File: config.mk
export PLATFORM = sky130hd
export DESIGN_NAME = decode_stage
export DESIGN_NICKNAME = d
export VERILOG_FILES = /design/src/cpu_pkg.sv /design/src/register_file.sv /design/src/control_unit.sv /design/src/decode_stage.sv
export SDC_FILE = /design/constraint.sdc
export NUM_CORES = 1
export LEC_CHECK = 0
export BUFFER_PORTS_ARGS = -buffer_cell sky130_fd_sc_hd__buf_2
export CELL_PAD_IN_SITES_DETAIL_PLACEMENT = 1
export CELL_PAD_IN_SITES_GLOBAL_PLACEMENT = 2
export CORE_ASPECT_RATIO = 1.4
export CORE_MARGIN = 1
export CORE_UTILIZATION = 44
export CTS_CLUSTER_DIAMETER = 30
export DETAILED_ROUTE_END_ITERATION = 10
export GPL_TIMING_DRIVEN = 1
export PLACE_DENSITY = 0.87
export SLEW_MARGIN = 10
export SYNTH_ARGS = -nofsm -noshare
export SYNTH_HDL_FRONTEND = slang
export SYNTH_HIERARCHICAL = 1
export SYNTH_SLANG_ARGS = --single-unit
export TNS_END_PERCENT = 50
File: constraint.sdc
create_clock -name clk -period 4.45 [get_ports clk]
set_input_delay 0.2225 -clock clk [delete_from_list [all_inputs] [get_ports clk]]
set_output_delay 0.2225 -clock clk [all_outputs]
set_load 0.01 [all_outputs]
File: src/cpu_pkg.sv
package cpu_pkg;

	// Datapath and register number widths
	localparam int DATA_W = 32;
	localparam int REG_ADDR_W = 4;
	localparam int OPCODE_W = 5;

	// Instruction opcodes, bits 31:27 of the instruction word
	typedef enum logic [OPCODE_W-1:0] {
		nop    = 5'd0,
		// Register-register, rc = ra op rb
		add    = 5'd1,
		sub    = 5'd2,
		and_op = 5'd3,
		or_op  = 5'd4,
		xor_op = 5'd5,
		shl    = 5'd6,
		shr    = 5'd7,
		// Immediate forms
		addi   = 5'd8,
		ldi    = 5'd9,
		// Data memory
		ld     = 5'd10,
		st     = 5'd11,
		// Unconditional branches
		jmp    = 5'd12,
		br     = 5'd13
	} opcode_t;

	// Width of the sign-extended immediate field
	typedef enum logic [1:0] {
		imm15 = 2'd0,
		imm19 = 2'd1,
		imm27 = 2'd2
	} imm_sel_t;

	// Which register field names the destination
	typedef enum logic [1:0] {
		dst_ra = 2'd0,
		dst_rb = 2'd1,
		dst_rc = 2'd2
	} dst_sel_t;

endpackage

File: src/register_file.sv
`timescale 1ns/100ps

module register_file (
	input  logic                          clk,
	input  logic                          rst_n,
	input  logic [cpu_pkg::REG_ADDR_W-1:0] rd1_addr,
	input  logic [cpu_pkg::REG_ADDR_W-1:0] rd2_addr,
	input  logic                          wr,
	input  logic [cpu_pkg::REG_ADDR_W-1:0] wr_dst,
	input  logic [cpu_pkg::DATA_W-1:0]     wr_data,
	output logic [cpu_pkg::DATA_W-1:0]     rd1_data,
	output logic [cpu_pkg::DATA_W-1:0]     rd2_data
);

	localparam int NUM_REGS = 2 ** cpu_pkg::REG_ADDR_W;

	logic [cpu_pkg::DATA_W-1:0] regs [NUM_REGS];

	// All registers come out of reset as zero
	always_ff @(posedge clk or negedge rst_n) begin
		if (!rst_n) begin
			for (int i = 0; i < NUM_REGS; i++) begin
				regs[i] <= '0;
			end
		end else if (wr) begin
			regs[wr_dst] <= wr_data;
		end
	end

	// Plain reads, bypass is handled in decode
	assign rd1_data = regs[rd1_addr];
	assign rd2_data = regs[rd2_addr];

	// A write-back must name a real register
	a_wr_dst_known: assert property (
		@(posedge clk) disable iff (!rst_n)
		wr |-> !$isunknown(wr_dst)
	);

endmodule

File: src/control_unit.sv
`timescale 1ns/100ps

module control_unit (
	input  cpu_pkg::opcode_t  opcode,
	output cpu_pkg::imm_sel_t imm_sel,
	output cpu_pkg::dst_sel_t dst_sel,
	output logic              branch_sel,
	output logic              branch_rel
);

	always_comb begin
		// Register-register defaults
		imm_sel    = cpu_pkg::imm15;
		dst_sel    = cpu_pkg::dst_rc;
		branch_sel = 1'b0;
		branch_rel = 1'b0;

		case (opcode)
			cpu_pkg::add,
			cpu_pkg::sub,
			cpu_pkg::and_op,
			cpu_pkg::or_op,
			cpu_pkg::xor_op,
			cpu_pkg::shl,
			cpu_pkg::shr: begin
				dst_sel = cpu_pkg::dst_rc;
			end

			// ra + imm15 into rb, also the memory address
			cpu_pkg::addi,
			cpu_pkg::ld,
			cpu_pkg::st: begin
				imm_sel = cpu_pkg::imm15;
				dst_sel = cpu_pkg::dst_rb;
			end

			cpu_pkg::ldi: begin
				imm_sel = cpu_pkg::imm19;
				dst_sel = cpu_pkg::dst_ra;
			end

			// Absolute target
			cpu_pkg::jmp: begin
				imm_sel    = cpu_pkg::imm27;
				branch_sel = 1'b1;
			end

			// Target relative to pc_plus_4
			cpu_pkg::br: begin
				imm_sel    = cpu_pkg::imm27;
				branch_sel = 1'b1;
				branch_rel = 1'b1;
			end

			default: begin
				dst_sel = cpu_pkg::dst_rc;
			end
		endcase
	end

endmodule

File: src/decode_stage.sv
`timescale 1ns/100ps

module decode_stage (
	input  logic                           clk,
	input  logic                           rst_n,
	input  logic [cpu_pkg::DATA_W-1:0]     instr,
	input  logic [cpu_pkg::DATA_W-1:0]     pc_plus_4,
	input  logic                           wr,
	input  logic [cpu_pkg::REG_ADDR_W-1:0] wr_dst,
	input  logic [cpu_pkg::DATA_W-1:0]     wr_data,
	output logic                           branch_sel,
	output logic [cpu_pkg::DATA_W-1:0]     branch_pc,
	output cpu_pkg::opcode_t               ex_opcode,
	output logic [cpu_pkg::DATA_W-1:0]     ex_a,
	output logic [cpu_pkg::DATA_W-1:0]     ex_b,
	output logic [cpu_pkg::DATA_W-1:0]     ex_imm,
	output logic [cpu_pkg::REG_ADDR_W-1:0] ex_dst
);

	cpu_pkg::opcode_t               opcode;
	cpu_pkg::imm_sel_t              imm_sel;
	cpu_pkg::dst_sel_t              dst_sel;
	logic                           branch_rel;
	logic [cpu_pkg::REG_ADDR_W-1:0] ra, rb, rc, dst;
	logic [cpu_pkg::DATA_W-1:0]     rd1_data, rd2_data, op_a, op_b, imm;

	// Instruction fields
	assign opcode = cpu_pkg::opcode_t'(instr[31:27]);
	assign ra     = instr[26:23];
	assign rb     = instr[22:19];
	assign rc     = instr[18:15];

	register_file rf_i (
		.clk      (clk),
		.rst_n    (rst_n),
		.rd1_addr (ra),
		.rd2_addr (rb),
		.wr       (wr),
		.wr_dst   (wr_dst),
		.wr_data  (wr_data),
		.rd1_data (rd1_data),
		.rd2_data (rd2_data)
	);

	control_unit ctrl_i (
		.opcode     (opcode),
		.imm_sel    (imm_sel),
		.dst_sel    (dst_sel),
		.branch_sel (branch_sel),
		.branch_rel (branch_rel)
	);

	// Write-back bypass
	assign op_a = (wr && wr_dst == ra) ? wr_data : rd1_data;
	assign op_b = (wr && wr_dst == rb) ? wr_data : rd2_data;

	always_comb begin
		case (imm_sel)
			cpu_pkg::imm19: imm = {{13{instr[18]}}, instr[18:0]};
			cpu_pkg::imm27: imm = {{5{instr[26]}}, instr[26:0]};
			default:        imm = {{17{instr[14]}}, instr[14:0]};
		endcase
		case (dst_sel)
			cpu_pkg::dst_ra: dst = ra;
			cpu_pkg::dst_rb: dst = rb;
			default:         dst = rc;
		endcase
	end

	assign branch_pc = imm + (branch_rel ? pc_plus_4 : '0);

	// ID/EX register with branches passed on as nop
	always_ff @(posedge clk or negedge rst_n) begin
		if (!rst_n) ex_opcode <= cpu_pkg::nop;
		else        ex_opcode <= branch_sel ? cpu_pkg::nop : opcode;
	end

	always_ff @(posedge clk) begin
		ex_a   <= op_a;
		ex_b   <= op_b;
		ex_imm <= imm;
		ex_dst <= dst;
	end

	a_branch_is_jump: assert property (
		@(posedge clk) disable iff (!rst_n)
		branch_sel |-> (opcode inside {cpu_pkg::jmp, cpu_pkg::br})
	);

endmodule

==> results by stage <==
Die:
- The floorplan step set the die width to around 230 um.
- The number of standard-cell rows in the floorplan is approximately 120.
- The die footprint is roughly 0.073 mm^2.
- The number of top-level pins is 241.
- The total core area is approximately 0.071 mm^2.
- The initial core utilization is 0.444.
- In this run the vertical extent of the chip is 319 um.

Synthesis:
- Ranked by total cell area, the synthesized netlist is headed by sky130_fd_sc_hd__dfrtp_1, sky130_fd_sc_hd__mux2_2, sky130_fd_sc_hd__mux4_2.
- The cell area after synthesis is roughly 0.032 mm^2.
- The netlist uses between 50 and 60 different library cells.
- When the netlist entered floorplanning its net count stood at around 2,300.
- The total of flip-flops plus latches after synthesis is 612.
- By instance count, the leading cell after synthesis is sky130_fd_sc_hd__mux2_2.
- Of all flip-flops after synthesis, the portion carrying an async set or reset was 0.845.
- Of the post-synthesis cell area, the dominant cell type holds 0.409.
- The post-synthesis instance total is 2,209.
- After synthesis, the mean cell area works out to around 14 um^2.
- The warning count from the yosys run is 6.
- For this run, the leading register cell type out of synthesis is sky130_fd_sc_hd__dfrtp_1.
- The sequential element share of the synthesized area is 0.469.
- In this run, synthesis inferred 0 flip-flops with an integrated enable.
- The commonest cells after synthesis are sky130_fd_sc_hd__mux2_2, sky130_fd_sc_hd__dfrtp_1, sky130_fd_sc_hd__mux4_2, sky130_fd_sc_hd__a22oi_1, sky130_fd_sc_hd__nand2_1.
- The library cell with the largest summed area after synthesis is sky130_fd_sc_hd__dfrtp_1.

Final layout:
- The area growth from synthesis to layout is 21.4%.
- Summing all flip-flop and latch instances after layout gives ~0.015 mm^2.
- After the last flow step, the layout net total stands at between 2,000 and 3,000.
- The footprint of the multi-input gates is 0.0161 mm^2.
- The utilization of the core after routing is 0.539.
- The filler cell count is 6,823.
- The share of post-route cells with drive strength above 1 is 0.514.

Worst setup path:
- The kind of capture point of the worst setup path is an output port.
- The type of the worst setup path is primary input to output port.
- The element type at the critical path start is a primary input.
- STA puts the critical path data arrival time at approximately 4 ns.
- For the worst flop-to-flop path, the logic depth is 4.
- The maximum net fanout on the critical path is 9.
- For the worst setup path, the data required time is about 4.2 ns.

Status:
- The flow ran to the end, and the final reports show no timing, DRC or antenna violations.

Placed design:
- The number of buffer cells added on primary ports is 240.
- The setup slack at placement is ~0.19 ns.
- The wire-length estimate of the detail-placed layout is 59.3 mm.
- The global placement routability congestion is roughly 0.9.

Pwr:
- The power density of the placed cells is 553 mW/mm^2.
- For this design the static power due to leakage is around 16 nW.
- The worst IR drop on VDD is 0.327 mV.

Route:
- The routed layout has between 20,000 and 25,000 vias.
- After detailed routing, the total wire length is around 110 mm.
- For this run, design rule violations remaining after detail routing come to 0.
- Using the TritonRoute via totals, the vias-per-cell ratio works out to approximately 6.3.
- The number of nets with antenna violations after routing is 0.
- The detail-routed net length per standard cell is 30.0 um.
- The number of iterations in the first detailed-routing pass is 5.
- In this run, the number of DRC markers left after iteration 0 of detailed routing was roughly 1,600.

Timing:
- Across all setup checks in the final design, the least slack found is about 0.22 ns.
- The count of endpoints failing hold in the final timing report is 0.
- The top achievable clock speed is approximately 240 MHz.
- The post-route clock skew is 0.0266 ns.
- The transition time at the pin with the least slew margin is 1.13 ns.
- The final critical-path share of the clock period is 0.951.
- Setup violations remaining at the end of the flow were counted as 0.
- Setup repair after global routing could not meet its margin everywhere.
- The max-slew violation count was 0.
- The worst slew margin relative to its limit is 0.247.
- The time the worst path needs with I/O delays and setup is between 4 and 5 ns.

CTS:
- The CTS tree is built.
- Clock latency on the worst-skew pair, taken at its later pin, is approximately 0.68 ns.
- The post-CTS setup-driven buffer insertion count is 0.
- The number of buffers on the longest clock path is 3.
- The root buffer cell is sky130_fd_sc_hd__clkbuf_16.
- The TritonCTS buffer count is about 120.
- The number of clock sinks is a little over 600.
- Clock-pin slew was measured on the worst setup and hold paths at ~0.050 ns.
- The count of H-tree levels built during CTS is 3.

Global route:
- For this run, the total global-route usage over all layers was measured as 0.293.
- The overflow left after global routing is 0.
- The initial antenna violation count is 6.
- The number of global-route vias before repair is between 20,000 and 30,000.
- The largest net degree at the start of global routing is ~130.
- The first global-routing pass estimated 161 mm of wire.

Worst hold path:
- The worst min-delay path category is primary input to register.
- The worst hold path was traced through 2 stages.

Flow run:
- Max-cap violations in this run came to 0.
[critical path: stages]
cell,delay (ns)
sky130_fd_sc_hd__buf_2,0.12
sky130_fd_sc_hd__or3b_1,0.40
sky130_fd_sc_hd__nor3b_2,0.27
sky130_fd_sc_hd__inv_1,0.07
sky130_fd_sc_hd__ha_1,0.32
sky130_fd_sc_hd__nor2_1,0.16
sky130_fd_sc_hd__nor2_2,0.07
sky130_fd_sc_hd__nand2_1,0.07
sky130_fd_sc_hd__nand2_1,0.08
sky130_fd_sc_hd__ha_1,0.36
sky130_fd_sc_hd__a21oi_1,0.18
sky130_fd_sc_hd__o21ai_1,0.18
sky130_fd_sc_hd__nor2_1,0.15
sky130_fd_sc_hd__or4b_4,0.49
sky130_fd_sc_hd__a221oi_4,0.35
sky130_fd_sc_hd__mux2i_1,0.21
sky130_fd_sc_hd__and3_1,0.17
sky130_fd_sc_hd__buf_2,0.13
[area by class of cell]
class                           instances  area share
Multi-Input combinational cell       1390       0.418
Clock buffer                          145      0.0831
Sequential cell                       612       0.386
Antenna cell                            2    0.000130
Tap cell                              944      0.0307
Inverter                                8    0.000781
Timing Repair Buffer                  328      0.0538
Clock inverter                         74      0.0277
[sequential cells by signal, indices dropped and copies added, names as in the netlist]
register,count
ex_a,32
ex_b,32
ex_dst,4
ex_imm,27
ex_opcode,5
rf_i/regs,512
[cell families (layout without fill, tap and decap cells)]
group           after synthesis  count (layout)  synth area share
buf+inv                     207             555            0.0287
simple gates                249             249            0.0376
xor+xnor                     36              36           0.00996
fa+ha+maj                    34              34            0.0137
other cells                   0               2                 0
mux                         837             837             0.389
compound gates              234             234            0.0526
flops                       612             612             0.469
[power breakdown]
group	internal (W)	total (W)	switching, W
clock	0.00642	0.00953	0.00312
sequential	0.00684	0.00785	0.00101
combinational	0.00225	0.00388	0.00163
total	0.0155	0.0213	0.00576
[cell usage in the layout, fill, tap and decap left out, drive strengths merged, types with 35 or more instances in the layout]
cell / count
nor2: 37
dfrtp: 517
mux2: 576
buf: 289
nand2: 118
a22oi: 128
and2: 35
clkbuf: 147
mux4: 256
a21oi: 39
dfxtp: 95
dlygate4sd3: 37
[through the flow]
step / setup TNS [ns] / hold slack, ns / std cells / power [W] / instance area, um^2
2_1_floorplan: 0 / -0.0731 / 2209 / 0.0102 / 31700
3_3_place_gp: 0 / 0.235 / 3245 / 0.0112 / 33800
3_5_place_dp: 0 / 0.261 / 3245 / 0.0115 / 33800
4_1_cts: 0 / 0.000472 / 3501 / 0.0214 / 38400
5_1_grt: -0.0112 / 0.0527 / 3501 / 0.0220 / 38400
6_report: 0 / 0.0302 / 3503 / 0.0213 / 38400
[routing by layer]
| metal | GRT usage | wire, um | vias to the layer above |
|---|---|---|---|
| met1 | 0.348 | 39700 | 11800 |
| met3 | 0.0571 | 6500 | 300 |
| met2 | 0.508 | 54400 | 950 |
| met4 | 0.139 | 4580 | 6 |
| met5 | 0 | 42 | - |
| li1 | - | - | 8968 |
[repair_timing]
action	4_1_cts	5_1_grt
gates resized for setup	0	3
endpoints found under the hold margin	107	0
hold buffers	37	0
endpoints found under the setup margin	0	2
[worst paths after layout]
path | start | end | slack (ns)
max in group asynchronous | rst_n | rf_i/regs[150]$_DFFE_PN0P_ | 3.12
worst min-delay path | wr_data[24] | rf_i/regs[120]$_DFFE_PN0P_ | 0.03
worst min register to register | rf_i/regs[106]$_DFFE_PN0P_ | rf_i/regs[106]$_DFFE_PN0P_ | 0.52
worst max register to register | rf_i/regs[258]$_DFFE_PN0P_ | ex_a[2]$_DFF_P_ | 2.65
worst max-delay path | instr[31] | branch_pc[29] | 0.22
min in group asynchronous | rst_n | rf_i/regs[231]$_DFFE_PN0P_ | 0.12
No activity file was read; power rests on OpenSTA's default activity.
