==> config.mk <==
export PLATFORM = sky130hd
export DESIGN_NAME = execute_stage
export DESIGN_NICKNAME = d
export VERILOG_FILES = /design/src/cpu_pkg.sv /design/src/execute_stage.sv
export SDC_FILE = /design/constraint.sdc
export NUM_CORES = 1
export LEC_CHECK = 0
export BUFFER_PORTS_ARGS = -buffer_cell sky130_fd_sc_hd__buf_2
export CORE_MARGIN = 1
export CORE_UTILIZATION = 50
export CTS_BUF_LIST = sky130_fd_sc_hd__clkbuf_8
export DETAILED_ROUTE_END_ITERATION = 7
export HOLD_SLACK_MARGIN = 0.12
export PLACE_DENSITY_LB_ADDON = 0.2
export SLEW_MARGIN = 40
export SYNTH_ARGS = -nofsm -noshare
export SYNTH_HDL_FRONTEND = slang
export SYNTH_SLANG_ARGS = --single-unit
==> constraint.sdc <==
create_clock -name clk -period 0.8 [get_ports clk]
set_input_delay 0.16 -clock clk [delete_from_list [all_inputs] [get_ports clk]]
set_output_delay 0.16 -clock clk [all_outputs]
set_load 0.02 [all_outputs]
==> src/cpu_pkg.sv <==
package cpu_pkg;

	// Datapath and register number widths
	localparam int DATA_W = 32;
	localparam int REG_ADDR_W = 4;
	localparam int OPCODE_W = 5;

	// Instruction opcodes, bits 31:27 of the instruction word
	typedef enum logic [OPCODE_W-1:0] {
		nop    = 5'd0,
		// Register-register, rc = ra op rb
		add    = 5'd1,
		sub    = 5'd2,
		and_op = 5'd3,
		or_op  = 5'd4,
		xor_op = 5'd5,
		shl    = 5'd6,
		shr    = 5'd7,
		// Immediate forms
		addi   = 5'd8,
		ldi    = 5'd9,
		// Data memory
		ld     = 5'd10,
		st     = 5'd11,
		// Unconditional branches
		jmp    = 5'd12,
		br     = 5'd13
	} opcode_t;

	// Width of the sign-extended immediate field
	typedef enum logic [1:0] {
		imm15 = 2'd0,
		imm19 = 2'd1,
		imm27 = 2'd2
	} imm_sel_t;

	// Which register field names the destination
	typedef enum logic [1:0] {
		dst_ra = 2'd0,
		dst_rb = 2'd1,
		dst_rc = 2'd2
	} dst_sel_t;

endpackage

==> src/execute_stage.sv <==
`timescale 1ns/100ps

module execute_stage (
	input  logic                           clk,
	input  logic                           rst_n,
	input  cpu_pkg::opcode_t               ex_opcode,
	input  logic [cpu_pkg::DATA_W-1:0]     ex_a,
	input  logic [cpu_pkg::DATA_W-1:0]     ex_b,
	input  logic [cpu_pkg::DATA_W-1:0]     ex_imm,
	input  logic [cpu_pkg::REG_ADDR_W-1:0] ex_dst,
	output cpu_pkg::opcode_t               res_opcode,
	output logic [cpu_pkg::DATA_W-1:0]     res_value,
	output logic [cpu_pkg::DATA_W-1:0]     res_store_data,
	output logic [cpu_pkg::REG_ADDR_W-1:0] res_dst
);

	logic [cpu_pkg::DATA_W-1:0] alu_out;
	logic [4:0]                 shamt;

	// Only the low five bits of rb count as a shift amount
	assign shamt = ex_b[4:0];

	always_comb begin
		case (ex_opcode)
			cpu_pkg::add: begin
				alu_out = ex_a + ex_b;
			end
			cpu_pkg::sub: begin
				alu_out = ex_a - ex_b;
			end
			cpu_pkg::and_op: begin
				alu_out = ex_a & ex_b;
			end
			cpu_pkg::or_op: begin
				alu_out = ex_a | ex_b;
			end
			cpu_pkg::xor_op: begin
				alu_out = ex_a ^ ex_b;
			end
			cpu_pkg::shl: begin
				alu_out = ex_a << shamt;
			end
			// Logical, zero fill
			cpu_pkg::shr: begin
				alu_out = ex_a >> shamt;
			end
			// Sum or word address
			cpu_pkg::addi,
			cpu_pkg::ld,
			cpu_pkg::st: begin
				alu_out = ex_a + ex_imm;
			end
			cpu_pkg::ldi: begin
				alu_out = ex_imm;
			end
			default: begin
				alu_out = '0;
			end
		endcase
	end

	// EX/RES
	always_ff @(posedge clk or negedge rst_n) begin
		if (!rst_n) res_opcode <= cpu_pkg::nop;
		else        res_opcode <= ex_opcode;
	end

	always_ff @(posedge clk) begin
		res_value      <= alu_out;
		res_store_data <= ex_b;
		res_dst        <= ex_dst;
	end

endmodule

==> flow_summary.ini, run 1 <==
[status]
outcome = stopped before the end
failed_stage = 5_1_grt
first_error_message = [ERROR GRT-0232] Routing congestion too high. Check the congestion heatmap in the GUI.

[yosys]
most_area_consuming_cells_after_synthesis = sky130_fd_sc_hd__dfxtp_1 15%, sky130_fd_sc_hd__ha_1 14%, sky130_fd_sc_hd__mux4_2 10%
yosysUniqueCellTypes = 66
postSynthAreaPerCell_um2 = 7.90
flop_and_latch_count_out_of_synthesis = 73
seq_area_frac_synth = 0.160
syn-num-nets = 1393
count_of_flip_flops_with_a_built_in_enable_after_synthesis = 0
mappedNetlistArea_um2 = 9300
asyncSetResetFlopFracSynth = 0.0685
syn_inst = 1178
synth_top_cell_by_area = sky130_fd_sc_hd__dfxtp_1
yosysWarningCount = 0
yosys_most_used_dff = sky130_fd_sc_hd__dfxtp_1
yosysTopAreaCellShare = 0.146

[placed_design]
placed_wire_length_estimate_um = 36300
dpl_cell_area_um2 = 13700
gp_routability_congestion = 1.08
numPortBuffers = 179
numPlacedInstances = 1918

[global_routing]
grt.total_usage = 0.822
globalRouteOverflowTotal = 152
grt_start_max_net_pins = 46

[die]
fp.dieW_um = 138
initial_cell_density_of_the_core = 0.514
floorplan.io_pins = 180
std_cell_rows = 49
dieHeight_um = 138

[cts]
cts.path.max_buffers = 2
cts-buffers-inserted = 9
clock-root-buffer = sky130_fd_sc_hd__clkbuf_8
tritoncts_num_sinks = 73
ctsHtreeMaxLevel = 3

[timing]
crit_endpoint = res_value[31]$_DFF_P_/D
worst_path_end_type = register data pin
## layer usage
metal / overflow / track usage
met1: 3 / 0.823
met2: 79 / 0.982
met3: 1 / 0.649
met4: 69 / 0.905
met5: 0 / 0.190
## through the flow
| step | utilization | hold slack, ns | TNS, ns | setup slack (ns) |
|---|---|---|---|---|
| after floorplan | - | -0.136 | -69.21 | -2.97 |
| after global placement | 0.758 | -0.0253 | -84.00 | -3.18 |
| after CTS | 0.884 | 0.132 | -83.81 | -2.82 |
| after detailed placement | 0.758 | -0.0245 | -85.73 | -3.30 |
## kinds of logic after synthesis
| kind of cell | Yosys count | share of synthesized area |
|---|---|---|
| xor gates and xnor gates | 22 | 0.0207 |
| buffers and inverters | 158 | 0.0647 |
| muxes | 102 | 0.168 |
| DFF | 73 | 0.160 |
| and+or+nand+nor | 344 | 0.169 |
| AOI/OAI and AO/OA | 371 | 0.272 |
| adders and majority gates | 108 | 0.146 |
## repair_timing
action / 4_1_cts
hold buffers: 36
cloned: 4
hold endpoints to repair: 39
pin swaps: 97
endpoints found under the setup margin: 105
setup buffers: 48
gates resized for setup: 358
## Yosys cell counts, types with 11 or more instances
master and number:
sky130_fd_sc_hd__buf_1 11, sky130_fd_sc_hd__a21oi_1 80, sky130_fd_sc_hd__a221o_1 15, sky130_fd_sc_hd__xnor2_1 12
sky130_fd_sc_hd__ha_1 107, sky130_fd_sc_hd__o211ai_1 26, sky130_fd_sc_hd__inv_1 72, sky130_fd_sc_hd__dfxtp_1 68
sky130_fd_sc_hd__o221ai_1 16, sky130_fd_sc_hd__a21o_1 19, sky130_fd_sc_hd__nor3_1 45, sky130_fd_sc_hd__nand3_1 25
sky130_fd_sc_hd__a222oi_1 35, sky130_fd_sc_hd__nand2_1 87, sky130_fd_sc_hd__clkbuf_1 66, sky130_fd_sc_hd__mux4_2 43
sky130_fd_sc_hd__nor2_1 129, sky130_fd_sc_hd__mux2i_1 53, sky130_fd_sc_hd__o21ai_0 96
==> run 2: changes to the inputs <==
- CORE_UTILIZATION: 50 -> 35
- CTS_BUF_LIST: sky130_fd_sc_hd__clkbuf_8 -> unset
- HOLD_SLACK_MARGIN: 0.12 -> unset
- PLACE_DENSITY_LB_ADDON: 0.2 -> 0.15
==> flow_summary.ini, run 2 <==
[die]
dieHeight_um = 165
fp.coreArea_um2 = 26100
fp.dieW_um = 165
die_area_um2 = 27200
initial_cell_density_of_the_core = 0.357
floorplan.io_pins = 180
std_cell_rows = 59

[worst_setup_path]
required_ns = 1.03
timing.critical_path.arrival_ns = 3.79
start_kind = input pin
critPathMaxFanout = 4
path_class = in2reg
cp-end-kind = register

[finish]
areaGrowthSynthToFinish_pct = 75.7
biggestRegsByFlops = res_store_data (32), res_value (32), res_opcode (5)
final_core_utilization = 0.627
final_cell_mix = 408 x sky130_fd_sc_hd__buf_4, 115 x sky130_fd_sc_hd__buf_6, 113 x sky130_fd_sc_hd__nor2_1, 97 x sky130_fd_sc_hd__buf_2, 91 x sky130_fd_sc_hd__ha_1
design.final.nets = 1976
nFillCells = 2254
final_instance_count_without_filler_cells = 2101
multi_input_area_um2 = 8260
diodes = 0
seqCellArea_um2 = 1570
fraction_of_layout_cells_with_a_size_suffix_above_1 = 0.529
most_common_cell_after_layout_fill_and_taps_aside = sky130_fd_sc_hd__buf_4

[min_path]
min_delay_worst_endpoint = res_store_data[6]$_DFF_P_
hp-class = in2reg
timing.hold.worst_path_depth = 2
min_from = ex_b[6]

[global_routing]
grt_start_max_net_pins = 54
globalRoute.busiestLayer = met2
grtUsageMet3 = 0.0919
initial_antenna_violation_count = 0
grt.total_usage = 0.362
grt_first_pass_wirelength_um = 72200
via_count_of_the_first_global_routing_pass = 12100
globalRouteOverflowTotal = 0
grt_use_met2 = 0.542
grtUsageMet1 = 0.485

[routing]
drcViolationCount = 0
routed_wl_um = 49800
drt_iter0_markers = 1609
route.vias.total = 12500
antenna_left = 0
detailedRoute.firstPassIterationCount = 6
vias_per_cell = 5.95
drt-wirelength-per-cell_um = 23.7

[timing]
report.final.slew_viol_count = 0
fmaxAchievable_mhz = 282
final_min_period_over_clock_period = 4.44
unrepaired_setup_endpoints_after_global_routing = true
slew_headroom = 0.501
setup_viol = 105
timing_worst_slew_pin_value_ns = 0.741
hold_viol = 0
setup_total_negative_slack_ns = -79.73
finalCriticalPeriod_ns = 3.55
layout_setup_ws_ns = -2.75

[job]
drv.max_cap_violation_count = 0

[yosys]
synth_top_cell_by_area = sky130_fd_sc_hd__dfxtp_1
yosysTopAreaCellShare = 0.146
synth.most_common_cell = sky130_fd_sc_hd__nor2_1
most_area_consuming_cells_after_synthesis = sky130_fd_sc_hd__dfxtp_1 15%, sky130_fd_sc_hd__ha_1 14%, sky130_fd_sc_hd__mux4_2 10%
syn-num-nets = 1393
yosysUniqueCellTypes = 66
syn_inst = 1178
count_of_flip_flops_with_a_built_in_enable_after_synthesis = 0
seq_area_frac_synth = 0.160
flop_and_latch_count_out_of_synthesis = 73
mappedNetlistArea_um2 = 9300
asyncSetResetFlopFracSynth = 0.0685
yosysWarningCount = 0
post_synth_most_frequent_cells = 129 x sky130_fd_sc_hd__nor2_1, 107 x sky130_fd_sc_hd__ha_1, 96 x sky130_fd_sc_hd__o21ai_0, 87 x sky130_fd_sc_hd__nand2_1, 80 x sky130_fd_sc_hd__a21oi_1
yosys_most_used_dff = sky130_fd_sc_hd__dfxtp_1
postSynthAreaPerCell_um2 = 7.90

[cts]
cts_tree = yes
cts-buffers-inserted = 9
clk_pin_slew_ns = 0.08
cts.path.max_buffers = 2
ctsHtreeMaxLevel = 3
clock-root-buffer = sky130_fd_sc_hd__clkbuf_16
tritoncts_num_sinks = 73

[power]
power.density_cell_area_nw_per_um2 = 1170
peakVddDrop_mv = 1.37
report.power.total_mw = 19.2
leakage_power_nw = 7.58

[placed_design]
worst_setup_timing_slack_at_the_placement_stage_ns = -3.29
placed_wire_length_estimate_um = 38100
gp_routability_congestion = 1.00
numPlacedInstances = 2030
numPortBuffers = 179

[status]
outcome = finished, violations left
failed_checks = setup timing
## run 2: cell counts after synthesis
Identical to the previous run, type by type.
## run 2: final cells by class
class / instances / area share
clock buffers: 13 / 0.0159
clock inverters: 3 / 0.000918
inverters: 74 / 0.0175
multi-input cells: 947 / 0.506
flip-flops and latches: 73 / 0.0961
well taps: 335 / 0.0256
repair buffers: 656 / 0.338
## run 2: metrics by stage
stage	hold slack, ns	instance area, um^2
floorplan	-0.136	9760
global placement	-0.0197	13800
detailed placement	-0.0172	13800
CTS	0.0302	15900
global route	0.0403	16300
finish	0.0407	16300
## run 2: repair_timing
item | CTS | global route
endpoints found under the setup margin | 106 | 105
hold buffers | 8 | 0
gates resized for setup | 361 | 84
gates cloned | 6 | 0
setup buffers | 31 | 14
pin swaps | 62 | 41
hold endpoints to repair | 12 | 0
## run 2: how the worst max path moves through the flow
stage / startpoint / to / slack [ns] / cells after the start
3_3_place_gp: ex_b[10] / res_value[31]$_DFF_P_ / -3.20 / 17
6_report: ex_b[10] / res_value[31]$_DFF_P_ / -2.75 / 17
5_1_grt: ex_b[10] / res_value[30]$_DFF_P_ / -2.92 / 18
4_1_cts: ex_b[10] / res_value[30]$_DFF_P_ / -2.78 / 18
2_1_floorplan: ex_b[10] / res_value[31]$_DFF_P_ / -2.97 / 17
3_5_place_dp: ex_b[10] / res_value[30]$_DFF_P_ / -3.29 / 18
## run 2: power breakdown
group | leakage (nW) | switching (mW) | total, mW | internal, mW
Combinational | 6.80 | 5.53 | 10.9 | 5.36
Sequential | 0.637 | 0.170 | 4.18 | 4.01
Clock | 0.139 | 1.86 | 4.13 | 2.27
Total | 7.58 | 7.56 | 19.2 | 11.6
## run 2: cells by family (layout without fill, tap and decap cells)
kind of cell	count (synthesis)	count (layout)	share of synthesized area
mux	102	102	0.168
xor+xnor	22	22	0.0207
simple gates	344	344	0.169
fa+ha+maj	108	108	0.146
flops	73	73	0.160
buf+inv	158	746	0.0647
compound gates	371	371	0.272
## run 2: per-layer routing
metal	vias up	share of wire
met5	-	0
met2	665	0.44
met1	6050	0.42
met3	127	0.096
li1	5662	-
met4	0	0.043
## run 2: critical path: stages
cell and delay, ns:
sky130_fd_sc_hd__buf_6 0.09, sky130_fd_sc_hd__or3_4 0.39, sky130_fd_sc_hd__or4_4 0.44, sky130_fd_sc_hd__buf_6 0.16
sky130_fd_sc_hd__nor3_4 0.13, sky130_fd_sc_hd__nand3_2 0.16, sky130_fd_sc_hd__buf_6 0.16, sky130_fd_sc_hd__buf_12 0.11
sky130_fd_sc_hd__or4_4 0.52, sky130_fd_sc_hd__and3_4 0.20, sky130_fd_sc_hd__a221o_1 0.30, sky130_fd_sc_hd__ha_4 0.25
sky130_fd_sc_hd__nand2_1 0.08, sky130_fd_sc_hd__nor2_2 0.05, sky130_fd_sc_hd__a221oi_4 0.33, sky130_fd_sc_hd__o21a_1 0.15
sky130_fd_sc_hd__o211ai_1 0.09
(Power assumes the default switching activity.)
==> run 3: changes to the inputs <==
- CORE_ASPECT_RATIO: unset -> 1.2
==> flow_summary.ini, run 3 (synthesized netlist as in run 2, its figures left out) <==
[timing]
report.final.slew_viol_count = 0
unrepaired_setup_endpoints_after_global_routing = true
finalCriticalPeriod_ns = 3.62
fmaxAchievable_mhz = 276
hold_viol = 0
slew_headroom = 0.558
setup_total_negative_slack_ns = -83.42
layout_setup_ws_ns = -2.82
timing_worst_slew_pin_value_ns = 0.656
setup_viol = 105
final_min_period_over_clock_period = 4.52
holdWs_ns = 0.0149

[routing]
antenna_left = 0
vias_per_cell = 6.08
drt_iter0_markers = 1521
drcViolationCount = 2
drt-wirelength-per-cell_um = 24.2
detailedRoute.firstPassIterationCount = 8
routed_wl_um = 52000
route.vias.total = 13100

[finish]
final_instance_count_without_filler_cells = 2154
final_cell_mix = 440 x sky130_fd_sc_hd__buf_4, 122 x sky130_fd_sc_hd__buf_6, 116 x sky130_fd_sc_hd__nor2_1, 99 x sky130_fd_sc_hd__buf_2, 86 x sky130_fd_sc_hd__ha_1
final_core_utilization = 0.656
most_common_cell_after_layout_fill_and_taps_aside = sky130_fd_sc_hd__buf_4
layout.cell_area.non_filler_um2 = 17200
biggestRegsByFlops = res_store_data (32), res_value (32), res_opcode (5)
nFillCells = 2185
fraction_of_layout_cells_with_a_size_suffix_above_1 = 0.559
areaGrowthSynthToFinish_pct = 84.7
seqCellArea_um2 = 1570
multi_input_area_um2 = 8510
design.final.nets = 2028

[global_routing]
initial_antenna_violation_count = 1
globalRouteOverflowTotal = 0
grt_first_pass_wirelength_um = 74200
via_count_of_the_first_global_routing_pass = 12400
grt.total_usage = 0.366
grt_start_max_net_pins = 54

[die]
die_area_um2 = 27200
floorplan.io_pins = 180
initial_cell_density_of_the_core = 0.355
std_cell_rows = 65
dieHeight_um = 181
fp.coreArea_um2 = 26200
fp.dieW_um = 151

[worst_setup_path]
cp-end-kind = register
timing.critical_path.arrival_ns = 3.88
start_kind = input pin
required_ns = 1.06
crit_family = simple AND/OR/NAND/NOR gates
critPathMaxFanout = 4
crit_path_cell_trace = buf_6 > or3_4 > or4_4 > buf_6 > nor2_4 > nand3_4 > buf_6 > nor4_4 > o21ai_1 > o311ai_2 > ha_1 > buf_4 > buf_4 > nand4_1 > o221ai_2 > o21ai_0 > a21boi_1 > mux2i_1 > a211o_1
crit_path_frequent_cell = sky130_fd_sc_hd__buf_6
path_class = in2reg
cp_num_buf_inv = 5
cpMaxStageDelayCell = sky130_fd_sc_hd__or4_4
critical_path.max_stage_delay_ns = 0.51

[power]
leakage_power_nw = 7.94
peakVddDrop_mv = 1.00
report.power.total_mw = 20.4
power.density_cell_area_nw_per_um2 = 1190

[cts]
clk_pin_slew_ns = 0.07
cts.path.max_buffers = 2
cts-buffers-inserted = 9
cts_tree = yes
ctsHtreeMaxLevel = 3
tritoncts_num_sinks = 73
clock-root-buffer = sky130_fd_sc_hd__clkbuf_16

[placed_design]
numPlacedInstances = 2052
dpl_cell_area_um2 = 14100
worst_setup_timing_slack_at_the_placement_stage_ns = -3.37
placed_wire_length_estimate_um = 37600
numPortBuffers = 179
gp_routability_congestion = 1.01

[job]
drv.max_cap_violation_count = 0

[status]
outcome = finished, violations left
failed_checks = DRC, setup timing

[min_path]
hp-class = in2reg
run 3: path summary, 6_finish.rpt:
| check | end | slack (ns) | from | cells after the start |
|---|---|---|---|---|
| worst max-delay path | res_value[28]$_DFF_P_ | -2.82 | ex_b[10] | 19 |
| worst min-delay path | res_store_data[8]$_DFF_P_ | 0.01 | ex_b[8] | 2 |
| max in group asynchronous | res_opcode[3]$_DFF_PN0_ | 0.54 | rst_n | 2 |
| min in group asynchronous | res_opcode[1]$_DFF_PN0_ | 0.13 | rst_n | 2 |
run 3: cell type report:
class                      instances  area share
antenna                            1    0.000146
clock buffer                      10      0.0139
clock inverter                     6     0.00393
inverter                          74      0.0167
multi-input combinational        947       0.495
sequential                        73      0.0915
tap                              335      0.0244
timing repair buffer             708       0.354
run 3: power by group:
group	total, mW	internal (mW)	switching, mW
logic	11.9	5.92	5.99
registers	4.16	4.01	0.155
clock network	4.38	2.51	1.87
total	20.4	12.4	8.02
run 3: timing repair:
action	in CTS	in global routing
hold endpoints to repair	12	0
buffers inserted	31	45
resized for setup	342	141
hold buffers	8	0
setup endpoints to repair	105	105
cloned	6	5
pin swaps	95	113
run 3: routing by layer:
layer / GRT usage / up-vias / wire [um]
li1: - / 5756 / -
met1: 0.474 / 6223 / 19900
met2: 0.573 / 896 / 23800
met3: 0.0666 / 229 / 5050
met4: 0.190 / 2 / 3320
met5: 0 / - / 25
==> run 4: changes to the inputs <==
- BUFFER_PORTS_ARGS: -buffer_cell sky130_fd_sc_hd__buf_2 -> -buffer_cell sky130_fd_sc_hd__buf_4
- clock period: 0.8 -> 3.64 ns (I/O delays scaled with it)
==> flow_summary.ini, run 4 (synthesized netlist as in run 2, its figures left out) <==
[placed_design]
numPortBuffers = 179
placed_wire_length_estimate_um = 34300
worst_setup_timing_slack_at_the_placement_stage_ns = -0.993
numPlacedInstances = 1835
gp_routability_congestion = 0.945

[global_routing]
via_count_of_the_first_global_routing_pass = 11000
grt.total_usage = 0.332
initial_antenna_violation_count = 0
globalRouteOverflowTotal = 0
grt_start_max_net_pins = 69
grt_first_pass_wirelength_um = 67000

[worst_setup_path]
required_ns = 3.87
crit_path_cell_trace = buf_6 > or3_4 > or4_4 > buf_4 > nor2_4 > nand3_4 > buf_6 > nor3_4 > nor3_1 > a221o_1 > ha_1 > buf_4 > nand4_1 > o31ai_4 > buf_4 > mux2i_1 > o2111ai_1
timing.critical_path.arrival_ns = 4.32
path_class = in2reg
cpMaxStageDelayCell = sky130_fd_sc_hd__or4_4
crit_path_frequent_cell = sky130_fd_sc_hd__buf_4
cp_num_buf_inv = 5
critical_path.max_stage_delay_ns = 0.47
critPathMaxFanout = 6
start_kind = input pin
crit_family = simple AND/OR/NAND/NOR gates
cp-end-kind = register

[power]
peakVddDrop_mv = 0.237
power.density_cell_area_nw_per_um2 = 275
leakage_power_nw = 6.36
report.power.total_mw = 3.85

[routing]
vias_per_cell = 6.18
detailedRoute.firstPassIterationCount = 6
drt_iter0_markers = 1337
antenna_left = 0
drt-wirelength-per-cell_um = 24.9
drcViolationCount = 0
route.vias.total = 11700
routed_wl_um = 46900

[job]
drv.max_cap_violation_count = 0

[die]
fp.dieW_um = 151
dieHeight_um = 181
die_area_um2 = 27200
std_cell_rows = 65
fp.coreArea_um2 = 26200
floorplan.io_pins = 180
initial_cell_density_of_the_core = 0.355

[finish]
design.final.nets = 1761
final_instance_count_without_filler_cells = 1886
diodes = 0
biggestRegsByFlops = res_store_data (32), res_value (32), res_opcode (5)
nFillCells = 2532
final_cell_mix = 413 x sky130_fd_sc_hd__buf_4, 117 x sky130_fd_sc_hd__nor2_1, 94 x sky130_fd_sc_hd__ha_1, 81 x sky130_fd_sc_hd__nand2_1
fraction_of_layout_cells_with_a_size_suffix_above_1 = 0.402
most_common_cell_after_layout_fill_and_taps_aside = sky130_fd_sc_hd__buf_4
areaGrowthSynthToFinish_pct = 50.4

[timing]
slew_headroom = 0.442
setup_total_negative_slack_ns = -3.96
layout_setup_ws_ns = -0.447
timing_worst_slew_pin_value_ns = 0.834
holdWs_ns = 0.152
final_min_period_over_clock_period = 1.12
hold_viol = 0
fmaxAchievable_mhz = 245
report.final.slew_viol_count = 0
unrepaired_setup_endpoints_after_global_routing = true
setup_viol = 14
finalCriticalPeriod_ns = 4.09

[cts]
clock-root-buffer = sky130_fd_sc_hd__clkbuf_16
ctsHtreeMaxLevel = 3
clk_pin_slew_ns = 0.07
tritoncts_num_sinks = 73
cts_tree = yes
cts.path.max_buffers = 2
cts-buffers-inserted = 9

[status]
outcome = finished, violations left
failed_checks = setup timing

[min_path]
hp-class = in2async
run 4: through the flow:
stage               utilization  instance area (um^2)
detailed placement        0.484                 12700
CTS                       0.514                 13500
global route              0.534                 14000
floorplan                     -                  9550
global placement          0.484                 12700
finish                    0.534                 14000
run 4: area by class of cell:
class                      count  area [um^2]  area share
clock buffer                  13          270      0.0193
clock inverter                 3         15.0     0.00107
timing repair buffer         441         3500       0.250
inverter                      74          287      0.0205
multi-input combinational    947         8020       0.573
tap                          335          419      0.0300
sequential                    73         1490       0.106
run 4: timing repair:
item,in CTS,in global routing
gates cloned,0,4
buffers inserted,19,16
hold buffers,0,0
gates resized for setup,64,78
endpoints found under the setup margin,17,21
pin swaps,44,51
run 4: worst max path at each step:
stage	from	to	slack (ns)	depth (start not counted)
after floorplan	ex_b[10]	res_value[31]$_DFF_P_	-0.70	17
after global placement	ex_b[10]	res_value[31]$_DFF_P_	-0.94	17
after detailed placement	ex_b[10]	res_value[31]$_DFF_P_	-0.99	17
after CTS	ex_b[10]	res_value[30]$_DFF_P_	-0.39	18
after global routing	ex_b[10]	res_value[30]$_DFF_P_	-0.60	19
final	ex_b[10]	res_value[27]$_DFF_P_	-0.45	17
run 4: power breakdown:
group	switching [mW]	leakage, nW	internal [mW]
Clock	0.393	0.145	0.515
Sequential	0.0260	0.626	0.868
Combinational	1.12	5.59	0.923
run 4: per-layer routing:
metal / track usage / up-vias / share of wire
met5: 0 / - / 0
li1: - / 5218 / -
met3: 0.0691 / 163 / 0.10
met4: 0.167 / 0 / 0.057
met2: 0.519 / 708 / 0.46
met1: 0.427 / 5568 / 0.38
